--- config.mk ---
export PLATFORM = sky130hd
export DESIGN_NAME = mem_stage
export DESIGN_NICKNAME = d
export VERILOG_FILES = /design/src/logic/mem_stage_pkg.sv /design/src/logic/mem_access_if.sv /design/src/logic/mem_access_decoder.sv /design/src/logic/mem_byte_lane.sv /design/src/logic/mem_load_extender.sv /design/src/logic/fence_flush_tracker.sv /design/src/logic/mem_stage.sv
export SDC_FILE = /design/constraint.sdc
export NUM_CORES = 1
export LEC_CHECK = 0
export BUFFER_PORTS_ARGS = -buffer_cell sky130_fd_sc_hd__buf_2
export CORE_AREA = 2 2 112 114
export DETAILED_ROUTE_END_ITERATION = 7
export DIE_AREA = 0 0 114 116
export PLACE_DENSITY_LB_ADDON = 0.12
export SYNTH_ARGS = -nofsm -noshare
export SYNTH_HDL_FRONTEND = slang
export SYNTH_SLANG_ARGS = --single-unit
--- constraint.sdc ---
create_clock -name CLK -period 3.05 [get_ports CLK]
set_input_delay 0.61 -clock CLK [delete_from_list [all_inputs] [get_ports CLK]]
set_output_delay 0.61 -clock CLK [all_outputs]
set_load 0.005 [all_outputs]
--- src/logic/mem_stage_pkg.sv ---
`default_nettype none

package mem_stage_pkg;

    // Bus geometry
    localparam int WORD_W    = 32;
    localparam int BYTE_W    = 8;
    localparam int NUM_LANES = 4;
    localparam int OFF_W     = 2;

    typedef logic [WORD_W-1:0]    word_t;
    typedef logic [BYTE_W-1:0]    byte_t;
    typedef logic [NUM_LANES-1:0] byte_en_t;
    typedef logic [OFF_W-1:0]     byte_off_t;

    // Access width and signedness, shared by loads and stores
    typedef logic [2:0] load_type_t;

    localparam load_type_t LT_LB   = 3'd0;
    localparam load_type_t LT_LH   = 3'd1;
    localparam load_type_t LT_LW   = 3'd2;
    localparam load_type_t LT_LBU  = 3'd3;
    localparam load_type_t LT_LHU  = 3'd4;
    localparam load_type_t LT_NONE = 3'd7;

    // Writeback source select
    typedef logic [2:0] w_sel_t;

    localparam w_sel_t WSEL_DLOAD = 3'd0;
    localparam w_sel_t WSEL_PC4   = 3'd1;
    localparam w_sel_t WSEL_IMM_U = 3'd2;
    localparam w_sel_t WSEL_ALU   = 3'd3;

    // Standard enable patterns, shifted up by the byte offset
    localparam byte_en_t BE_BYTE = 4'b0001;
    localparam byte_en_t BE_HALF = 4'b0011;
    localparam byte_en_t BE_WORD = 4'b1111;
    localparam byte_en_t BE_NONE = 4'b0000;

    // Sign bit positions within the aligned load bytes
    localparam int BYTE_MSB = BYTE_W - 1;
    localparam int HALF_MSB = 2 * BYTE_W - 1;

endpackage

`default_nettype wire

--- src/logic/mem_access_if.sv ---
`default_nettype none

interface mem_access_if import mem_stage_pkg::*; ();

    // Decoded access shared by the lanes and the extender
    load_type_t load_type;
    byte_off_t  byte_off;
    byte_en_t   byte_en;
    word_t      store_data;

    modport decoder (
        output load_type,
        output byte_off,
        output byte_en,
        output store_data
    );

    modport lane (
        input byte_off,
        input store_data
    );

    modport extender (
        input load_type,
        input byte_off
    );

endinterface

`default_nettype wire

--- src/logic/mem_access_decoder.sv ---
`default_nettype none

module mem_access_decoder import mem_stage_pkg::*; (
    input  wire logic       dren,
    input  wire logic       dwen,
    input  wire logic       suppress_data,
    input  wire load_type_t load_type,
    input  wire word_t      addr,
    input  wire word_t      rs2_data,
    input  wire logic       bus_error,
    mem_access_if.decoder   acc,
    output logic            bus_ren,
    output logic            bus_wen,
    output logic            mal_l,
    output logic            mal_s,
    output logic            fault_l,
    output logic            fault_s
);

    byte_off_t offset;
    logic      mal_addr;
    byte_en_t  base_en;
    byte_en_t  byte_en;

    assign offset = addr[OFF_W-1:0];

    // Width alignment check
    always_comb begin
        case (load_type)
            LT_LW: begin
                mal_addr = (offset != 2'b00);
            end
            LT_LH, LT_LHU: begin
                mal_addr = offset[0];
            end
            default: begin
                mal_addr = 1'b0;
            end
        endcase
    end

    // Unshifted enable pattern for the access width
    always_comb begin
        case (load_type)
            LT_LB, LT_LBU: begin
                base_en = BE_BYTE;
            end
            LT_LH, LT_LHU: begin
                base_en = BE_HALF;
            end
            LT_LW: begin
                base_en = BE_WORD;
            end
            default: begin
                base_en = BE_NONE;
            end
        endcase
    end

    // Misaligned accesses touch no lanes
    always_comb begin
        if (mal_addr) begin
            byte_en = BE_NONE;
        end else begin
            byte_en = base_en << offset;
        end
    end

    assign acc.load_type  = load_type;
    assign acc.byte_off   = offset;
    assign acc.byte_en    = byte_en;
    assign acc.store_data = rs2_data;

    // Suppressed accesses never reach the bus
    assign bus_ren = dren && !suppress_data;
    assign bus_wen = dwen && !suppress_data;

    assign mal_l = dren && mal_addr;
    assign mal_s = dwen && mal_addr;

    // Bus errors reported against the access direction
    assign fault_l = dren && bus_error;
    assign fault_s = dwen && bus_error;

endmodule

`default_nettype wire

--- src/logic/mem_byte_lane.sv ---
`default_nettype none

module mem_byte_lane import mem_stage_pkg::*; #(
    parameter int LANE = 0
) (
    mem_access_if.lane acc,
    input  wire word_t rdata,
    output byte_t      store_byte,
    output byte_t      load_byte
);

    localparam byte_off_t LANE_IDX = byte_off_t'(LANE);

    byte_t [NUM_LANES-1:0] store_bytes;
    byte_t [NUM_LANES-1:0] read_bytes;
    byte_off_t             store_sel;
    byte_off_t             load_sel;

    // View both words as lane arrays
    assign store_bytes = acc.store_data;
    assign read_bytes  = rdata;

    // Store side
    // lane LANE carries rs2 byte (LANE - offset), wrapping mod 4
    assign store_sel = LANE_IDX - acc.byte_off;

    // Load side
    // lane LANE collects bus byte (LANE + offset) so the
    // addressed bytes land at the bottom of the word
    assign load_sel = LANE_IDX + acc.byte_off;

    always_comb begin
        store_byte = store_bytes[store_sel];
    end

    always_comb begin
        load_byte = read_bytes[load_sel];
    end

endmodule

`default_nettype wire

--- src/logic/mem_load_extender.sv ---
`default_nettype none

module mem_load_extender import mem_stage_pkg::*; (
    mem_access_if.extender        acc,
    input  wire byte_t [NUM_LANES-1:0] load_bytes,
    input  wire w_sel_t           w_sel,
    input  wire word_t            pc4,
    input  wire word_t            imm_u,
    input  wire word_t            alu_result,
    input  wire logic             reg_write_in,
    input  wire logic             suppress_data,
    output word_t                 reg_wdata,
    output logic                  reg_write
);

    word_t aligned;
    word_t dload_ext;
    logic  byte_sign;
    logic  half_sign;

    // Lanes already moved the addressed bytes to the low end
    assign aligned = load_bytes;

    assign byte_sign = aligned[BYTE_MSB];
    assign half_sign = aligned[HALF_MSB];

    // Width and sign handling
    always_comb begin
        case (acc.load_type)
            LT_LB: begin
                dload_ext = {{(WORD_W-BYTE_W){byte_sign}}, aligned[BYTE_MSB:0]};
            end
            LT_LH: begin
                dload_ext = {{(WORD_W-2*BYTE_W){half_sign}}, aligned[HALF_MSB:0]};
            end
            LT_LBU: begin
                dload_ext = {{(WORD_W-BYTE_W){1'b0}}, aligned[BYTE_MSB:0]};
            end
            LT_LHU: begin
                dload_ext = {{(WORD_W-2*BYTE_W){1'b0}}, aligned[HALF_MSB:0]};
            end
            LT_LW: begin
                dload_ext = aligned;
            end
            default: begin
                dload_ext = '0;
            end
        endcase
    end

    // Writeback source
    always_comb begin
        case (w_sel)
            WSEL_DLOAD: begin
                reg_wdata = dload_ext;
            end
            WSEL_PC4: begin
                reg_wdata = pc4;
            end
            WSEL_IMM_U: begin
                reg_wdata = imm_u;
            end
            WSEL_ALU: begin
                reg_wdata = alu_result;
            end
            default: begin
                reg_wdata = '0;
            end
        endcase
    end

    // No register update for a squashed instruction
    assign reg_write = reg_write_in && !suppress_data;

endmodule

`default_nettype wire

--- src/logic/fence_flush_tracker.sv ---
`default_nettype none

module fence_flush_tracker (
    input  wire logic CLK,
    input  wire logic nRST,
    input  wire logic ifence,
    input  wire logic iflush_done,
    input  wire logic dflush_done,
    output logic      icache_flush,
    output logic      dcache_flush,
    output logic      fence_stall
);

    logic ifence_reg;
    logic ifence_pulse;
    logic iflushed;
    logic iflushed_next;
    logic dflushed;
    logic dflushed_next;

    // Only the first cycle of a fence starts a flush
    assign ifence_pulse = ifence && !ifence_reg;

    assign icache_flush = ifence_pulse;
    assign dcache_flush = ifence_pulse;

    always_comb begin
        iflushed_next = iflushed;
        dflushed_next = dflushed;
        if (ifence_pulse) begin
            iflushed_next = 1'b0;
            dflushed_next = 1'b0;
        end
        // Done strobes win over a new fence in the same cycle
        if (iflush_done) begin
            iflushed_next = 1'b1;
        end
        if (dflush_done) begin
            dflushed_next = 1'b1;
        end
    end

    // Caches start out clean
    always_ff @(posedge CLK, negedge nRST) begin
        if (!nRST) begin
            ifence_reg <= 1'b0;
            iflushed   <= 1'b1;
            dflushed   <= 1'b1;
        end else begin
            ifence_reg <= ifence;
            iflushed   <= iflushed_next;
            dflushed   <= dflushed_next;
        end
    end

    // Hold the fence until both caches are done
    assign fence_stall = ifence_reg && !(iflushed && dflushed);

endmodule

`default_nettype wire

--- src/logic/mem_stage.sv ---
`default_nettype none

module mem_stage import mem_stage_pkg::*; (
    input  wire logic       CLK,
    input  wire logic       nRST,
    // Stage register fields
    input  wire logic       dren,
    input  wire logic       dwen,
    input  wire logic       suppress_data,
    input  wire load_type_t load_type,
    input  wire word_t      alu_result,
    input  wire word_t      rs2_data,
    input  wire w_sel_t     w_sel,
    input  wire word_t      pc4,
    input  wire word_t      imm_u,
    input  wire logic       reg_write_in,
    input  wire logic       ifence,
    // Data bus
    input  wire word_t      bus_rdata,
    input  wire logic       bus_error,
    output logic            bus_ren,
    output logic            bus_wen,
    output word_t           bus_addr,
    output byte_en_t        bus_byte_en,
    output word_t           bus_wdata,
    // Writeback
    output word_t           reg_wdata,
    output logic            reg_write,
    // Exceptions
    output logic            mal_l,
    output logic            mal_s,
    output logic            fault_l,
    output logic            fault_s,
    // Cache control
    input  wire logic       iflush_done,
    input  wire logic       dflush_done,
    output logic            icache_flush,
    output logic            dcache_flush,
    output logic            fence_stall
);

    mem_access_if acc_if ();

    byte_t [NUM_LANES-1:0] store_bytes;
    byte_t [NUM_LANES-1:0] load_bytes;

    assign bus_addr    = alu_result;
    assign bus_byte_en = acc_if.byte_en;
    assign bus_wdata   = store_bytes;

    mem_access_decoder decoder_inst (
        .dren          (dren),
        .dwen          (dwen),
        .suppress_data (suppress_data),
        .load_type     (load_type),
        .addr          (alu_result),
        .rs2_data      (rs2_data),
        .bus_error     (bus_error),
        .acc           (acc_if.decoder),
        .bus_ren       (bus_ren),
        .bus_wen       (bus_wen),
        .mal_l         (mal_l),
        .mal_s         (mal_s),
        .fault_l       (fault_l),
        .fault_s       (fault_s)
    );

    // One steering slice per bus byte
    for (genvar i = 0; i < NUM_LANES; i++) begin : g_lane
        mem_byte_lane #(
            .LANE (i)
        ) byte_lane_inst (
            .acc        (acc_if.lane),
            .rdata      (bus_rdata),
            .store_byte (store_bytes[i]),
            .load_byte  (load_bytes[i])
        );
    end

    mem_load_extender extender_inst (
        .acc           (acc_if.extender),
        .load_bytes    (load_bytes),
        .w_sel         (w_sel),
        .pc4           (pc4),
        .imm_u         (imm_u),
        .alu_result    (alu_result),
        .reg_write_in  (reg_write_in),
        .suppress_data (suppress_data),
        .reg_wdata     (reg_wdata),
        .reg_write     (reg_write)
    );

    fence_flush_tracker tracker_inst (
        .CLK          (CLK),
        .nRST         (nRST),
        .ifence       (ifence),
        .iflush_done  (iflush_done),
        .dflush_done  (dflush_done),
        .icache_flush (icache_flush),
        .dcache_flush (dcache_flush),
        .fence_stall  (fence_stall)
    );

endmodule

`default_nettype wire

==> flow_summary.yaml, run 1 <==
status:
  status: "finished, final reports clean"
timing:
  grt_setup_unrepaired: "true"
  slew_viol_final: 0
  timing.clock.skew_ns: 0.001167
  worst_pin_slew_ns: 0.5217
  timing.setup.tns_ns: 0
  maxSlewHeadroom: 0.6522
  fin_crit_sh: 0.9311
  hold_viol: 0
  max_freq_mhz: 352.1
  period_needed_ns: 2.840
  setup_viol: 0
pwr:
  power_density_nw_per_um2: 203.5
  p_seq_frac: 0.046
  clockPowerShare: 0.212
  p_sw_frac: 0.3769
  max-vdd-ir-drop_uv: 369.6
  internal_power_mw: 0.6042
  p_total_mw: 0.9696
  p_leak_nw: 2.319
  comb_power_share: 0.741
  switchingPower_mw: 0.3654
floorplanning:
  rows: 40
  ios: 286
  dieWidth_um: 114
  initial_core_util: 0.2788
  dieArea_sq_um: 13220
  die_h_um: 116
  coreArea_sq_um: 11910
critical_path:
  cp_data_arrival_time_ns: 2.23
  critPathMaxStageDelay_ns: 0.38
  cp_max_fo: 20
  reg2regPathDepth: 2
  worstSetupPathType: "primary input to output port"
  r2r_slack_ns: 2.25
  r2r-start: "tracker_inst.ifence_reg$_DFF_PN0_"
  end_kind: "output port"
  reg2reg_to: "tracker_inst.iflushed$_DFFE_PN1P_"
  cp_common_cell: "buf_2"
  startpoint_type: "primary input"
  cp_data_required_time_ns: 2.44
  crit_family: "buffers and inverters"
  critPathBufInv: 4
  path_cells: "buf_2, inv_1, ha_2, buf_4, nor2_1, a2111oi_0, or3_1, buf_2"
  crit_slowest_cell: "ha_2"
logic_synthesis:
  syn_nets: 524
  synth.distinct_cells: 46
  synth_area_leaders: "mux4_2 (32%), mux2_2 (14%), buf_4 (9.5%)"
  yosysTopAreaCellShare: 0.3188
  netlist_instances: 347
  syn_area_per_cell_sq_um: 9.570
  synth_top_cell_by_area: "mux4_2"
  syn_area_sq_um: 3321
  yosys_warnings: 0
  yosysSeqAreaShare: 0.02336
  ys_ff_latch: 3
placement:
  dpl_cell_area_sq_um: 4678
  gp_congestion: 0.8391
  detailed_place_hpwl_um: 11010
  io_buffers: 285
drt:
  drtIter0Drc: 192
  wl_per_cell_um: 18.02
  drc: 0
  via_per_inst: 5.426
  drt_pass1_iterations: 4
  routed_wl_um: 13240
  postRouteAntennaNets: 0
  vias: 3988
cts:
  cts_max_path_buffers: 2
  cts_sinks: 3
  numCtsBuffers: 3
  post-cts-setup-buffer-count: 0
  root_buffer: "clkbuf_16"
  clock_latency_ns: 0.22
  clk_pin_slew_ns: 0.03
  htree_levels: 1
  cts_tree: "built"
cells_and_area:
  flow.area_growth_from_synthesis_pct: 43.44
  fin_util: 0.3999
  antennaDiodeCount: 0
  final_nets: 766
  drive_gt1_frac: 0.7109
  layout_common_cells: "buf_2 (284), mux4_2 (47), mux2_2 (41)"
  mostFrequentLayoutCell: "buf_2"
  design_area_sq_um: 4763
worst_hold_path:
  hold_class: "primary input to asynchronous set/reset pin"
global_route:
  track_usage: 0.1900
  grt_pass1_wl_um: 20090
  grt_max_degree: 42
  grt_pass1_vias: 3917
  antenna_found_initial: 0
  grt_overflow: 0
run:
  max_cap_viol_count: 0
## final cells by class
class,instances,area (sq um)
fillers,1261,7148
clock buffers,4,78.83
multi-input cells,260,2744
well taps,147,183.9
flip-flops and latches,3,77.57
inverters,13,48.80
repair buffers,308,1630
## layer usage
layer	part of all wire	vias to the layer above	GRT usage	wire length, um
li1	-	1857	-	-
met1	0.37	1934	0.2179	4915
met5	0	-	0	0
met2	0.54	189	0.3762	7135
met4	0.0069	0	0.02520	91
met3	0.083	8	0.03243	1100
## metrics by stage
| stage | hold slack, ns | setup slack (ns) | std cells |
|---|---|---|---|
| finish | 0.1785 | 0.2100 | 735 |
| global placement | 0.4067 | 0.1547 | 731 |
| detailed placement | 0.4075 | 0.1402 | 731 |
| CTS | 0.1776 | 0.1311 | 735 |
| global route | 0.1828 | -0.007152 | 735 |
| floorplan | 0.3144 | 0.03813 | 347 |
## power groups by stage
stage	logic, mW	clock network (mW)	registers [mW]
2_1_floorplan	0.428	0	0.0449
3_3_place_gp	0.719	0	0.0452
3_5_place_dp	0.723	0	0.0455
4_1_cts	0.728	0.209	0.0451
5_1_grt	0.792	0.213	0.0456
6_report	0.719	0.206	0.0450
## cells by family after synthesis
| kind of cell | count (synthesis) | synth area share |
|---|---|---|
| adders and majority gates | 1 | 0.003767 |
| buffers and inverters | 84 | 0.1526 |
| AOI/OAI and AO/OA | 92 | 0.2197 |
| and+or+nand+nor | 65 | 0.1017 |
| muxes | 99 | 0.4910 |
| DFF | 3 | 0.02336 |
| xor gates and xnor gates | 3 | 0.007914 |
## worst register-to-register path: stages (launching register included)
cell and delay [ns]:
dfrtp_1 0.36, nand2b_1 0.17, a21o_1 0.19
## synthesized netlist by cell type, drive strengths merged
cell type / number
a2111oi: 7
a21boi: 1
a21o: 2
a21oi: 11
a22o: 1
a22oi: 33
a311oi: 1
a31o: 1
a31oi: 1
and2: 2
and3: 1
buf: 55
clkbuf: 16
dfrtp: 1
dfstp: 2
ha: 1
inv: 13
mux2: 41
mux2i: 11
mux4: 47
nand2: 4
nand2b: 1
nand3: 8
nand4b: 1
nor2: 28
nor2b: 7
nor3: 2
nor4: 1
o211ai: 1
o21ai: 11
o21bai: 1
o221ai: 16
o22ai: 4
o2bb2ai: 1
or3: 9
or4: 1
xnor2: 1
xor2: 2
## what timing repair did
action	CTS	global route
hold buffers	0	0
resized for setup	0	3
endpoints found under the setup margin	0	2
## worst max path at each step
stage                  start             to  slack [ns]  cells after the start
5_1_grt        alu_result[1]  reg_wdata[10]      -0.007                      8
6_report       alu_result[1]  reg_wdata[10]        0.21                      8
4_1_cts        alu_result[1]  reg_wdata[13]        0.13                      9
3_3_place_gp   alu_result[1]  reg_wdata[14]        0.15                      9
2_1_floorplan  alu_result[1]  reg_wdata[23]        0.04                     10
3_5_place_dp   alu_result[1]  reg_wdata[13]        0.14                      9
Power figures use the tool's default switching activity.
==> run 2, diff against run 1 <==
--- a/config.mk
+++ b/config.mk
@@ -5,10 +5,10 @@
 export SDC_FILE = /design/constraint.sdc
 export NUM_CORES = 1
 export LEC_CHECK = 0
-export BUFFER_PORTS_ARGS = -buffer_cell sky130_fd_sc_hd__buf_2
-export CORE_AREA = 2 2 112 114
+export CORE_MARGIN = 2
+export CORE_UTILIZATION = 25
 export DETAILED_ROUTE_END_ITERATION = 7
-export DIE_AREA = 0 0 114 116
+export DONT_BUFFER_PORTS = 1
 export PLACE_DENSITY_LB_ADDON = 0.12
 export SYNTH_ARGS = -nofsm -noshare
 export SYNTH_HDL_FRONTEND = slang
==> flow_summary.yaml, run 2 (synthesized netlist as in run 1, its figures left out) <==
cts:
  post-cts-setup-buffer-count: 0
  htree_levels: 1
  cts.repair.resized: 0
  hold_buffers: 0
  cts_max_path_buffers: 2
  clk_pin_slew_ns: 0.03
  numCtsBuffers: 3
  clock_latency_ns: 0.22
  cts_tree: "built"
  cts_sinks: 3
  root_buffer: "clkbuf_16"
floorplanning:
  initial_core_util: 0.2538
  dieArea_sq_um: 14220
  dieWidth_um: 119.3
  die_h_um: 119.3
  ios: 286
  rows: 42
  coreArea_sq_um: 13090
drt:
  wl_per_cell_um: 25.90
  routed_wl_um: 11990
  postRouteAntennaNets: 0
  drtIter0Drc: 96
  drc: 0
  vias: 2822
  via_per_inst: 6.095
  drt_pass1_iterations: 4
timing:
  maxSlewHeadroom: 0.6126
  timing.clock.skew_ns: 0.00004509
  timing.setup.tns_ns: 0
  max_freq_mhz: 363.7
  fin_crit_sh: 0.9014
  hold_viol: 0
  slew_viol_final: 0
  grt_setup_unrepaired: "false"
  period_needed_ns: 2.749
  setup_viol: 0
  worst_pin_slew_ns: 0.5772
critical_path:
  critPathMaxStageDelay_ns: 0.35
  cp_max_fo: 41
  reg2regPathDepth: 2
  cp_data_arrival_time_ns: 2.14
  startpoint_type: "primary input"
  crit_slowest_cell: "ha_2"
  cp_data_required_time_ns: 2.44
  end_kind: "output port"
  reg2reg_to: "tracker_inst.iflushed$_DFFE_PN1P_"
  r2r-start: "tracker_inst.ifence_reg$_DFF_PN0_"
  path_cells: "inv_1, ha_2, mux2i_1, a311oi_1, nand4b_2, buf_4, o221ai_1"
  r2r_slack_ns: 2.26
  crit_family: "compound AO/OA/AOI/OAI gates"
  critPathBufInv: 2
  worstSetupPathType: "primary input to output port"
cells_and_area:
  fin_cells: 463
  drive_gt1_frac: 0.4077
  flow.area_growth_from_synthesis_pct: -2.298
  layout_common_cells: "mux4_2 (47), mux2_2 (41), a22oi_1 (33)"
  final_nets: 465
  mostFrequentLayoutCell: "mux4_2"
  antennaDiodeCount: 0
  design_area_sq_um: 3244
pwr:
  max-vdd-ir-drop_uv: 309.6
  power_density_nw_per_um2: 203.9
  p_leak_nw: 1.068
global_route:
  grt_overflow: 0
  antenna_found_initial: 0
  track_usage: 0.1573
  grt_pass1_wl_um: 17660
  grt_pass1_vias: 2990
  grt_max_degree: 74
placement:
  io_buffers: 0
  detailed_place_hpwl_um: 9461
  dp_cells: 459
  gp_congestion: 0.6816
  dpl_cell_area_sq_um: 3166
worst_hold_path:
  hold_class: "primary input to asynchronous set/reset pin"
status:
  status: "finished, final reports clean"
run:
  max_cap_viol_count: 0
## run 2: per-layer routing
layer	global-route usage	vias to the layer above	wire length (um)
met5	0	-	0
met4	0.009673	0	19
met3	0.04454	2	1207
met2	0.3057	181	6426
met1	0.1762	1391	4338
li1	-	1248	-
## run 2: area by class of cell
cell class              instances  area [sq um]
well taps                     176         220.2
fillers                      1413          9841
repair buffers                  7         77.57
inverters                      13         48.80
flip-flops and latches          3         77.57
clock buffers                   4         78.83
multi-input cells             260          2741
## run 2: worst max path at each step
| stage | endpoint | cells after the start | startpoint | slack, ns |
|---|---|---|---|---|
| 2_1_floorplan | reg_wdata[23] | 10 | alu_result[1] | 0.04 |
| 4_1_cts | reg_wdata[27] | 7 | alu_result[1] | 0.29 |
| 5_1_grt | reg_wdata[13] | 6 | alu_result[1] | 0.20 |
| 6_report | reg_wdata[27] | 7 | alu_result[1] | 0.30 |
| 3_5_place_dp | reg_wdata[27] | 7 | alu_result[1] | 0.30 |
| 3_3_place_gp | reg_wdata[26] | 7 | alu_result[1] | 0.39 |
## run 2: stage by stage
stage | hold slack, ns | util | setup slack [ns] | total power [mW]
floorplan | 0.3144 | - | 0.03813 | 0.4733
global placement | 0.3145 | 0.2419 | 0.3867 | 0.4665
detailed placement | 0.3145 | 0.2419 | 0.3011 | 0.4590
CTS | 0.08156 | 0.2479 | 0.2919 | 0.6748
global route | 0.07842 | 0.2479 | 0.1974 | 0.7072
finish | 0.08431 | 0.2479 | 0.3006 | 0.6616
## run 2: power breakdown
group,switching [mW],total (mW),leakage (nW),internal (mW)
sequential,0.00111,0.0450,0.0327,0.0439
combinational,0.177,0.409,0.997,0.232
clock,0.0351,0.208,0.0382,0.172
## run 2: worst reg2reg max path: cells and delay by family, from the launching register on
| kind | cells | cell delay, ns |
|---|---|---|
| compound gates | 1 | 0.19 |
| flops | 1 | 0.36 |
| simple gates | 1 | 0.17 |
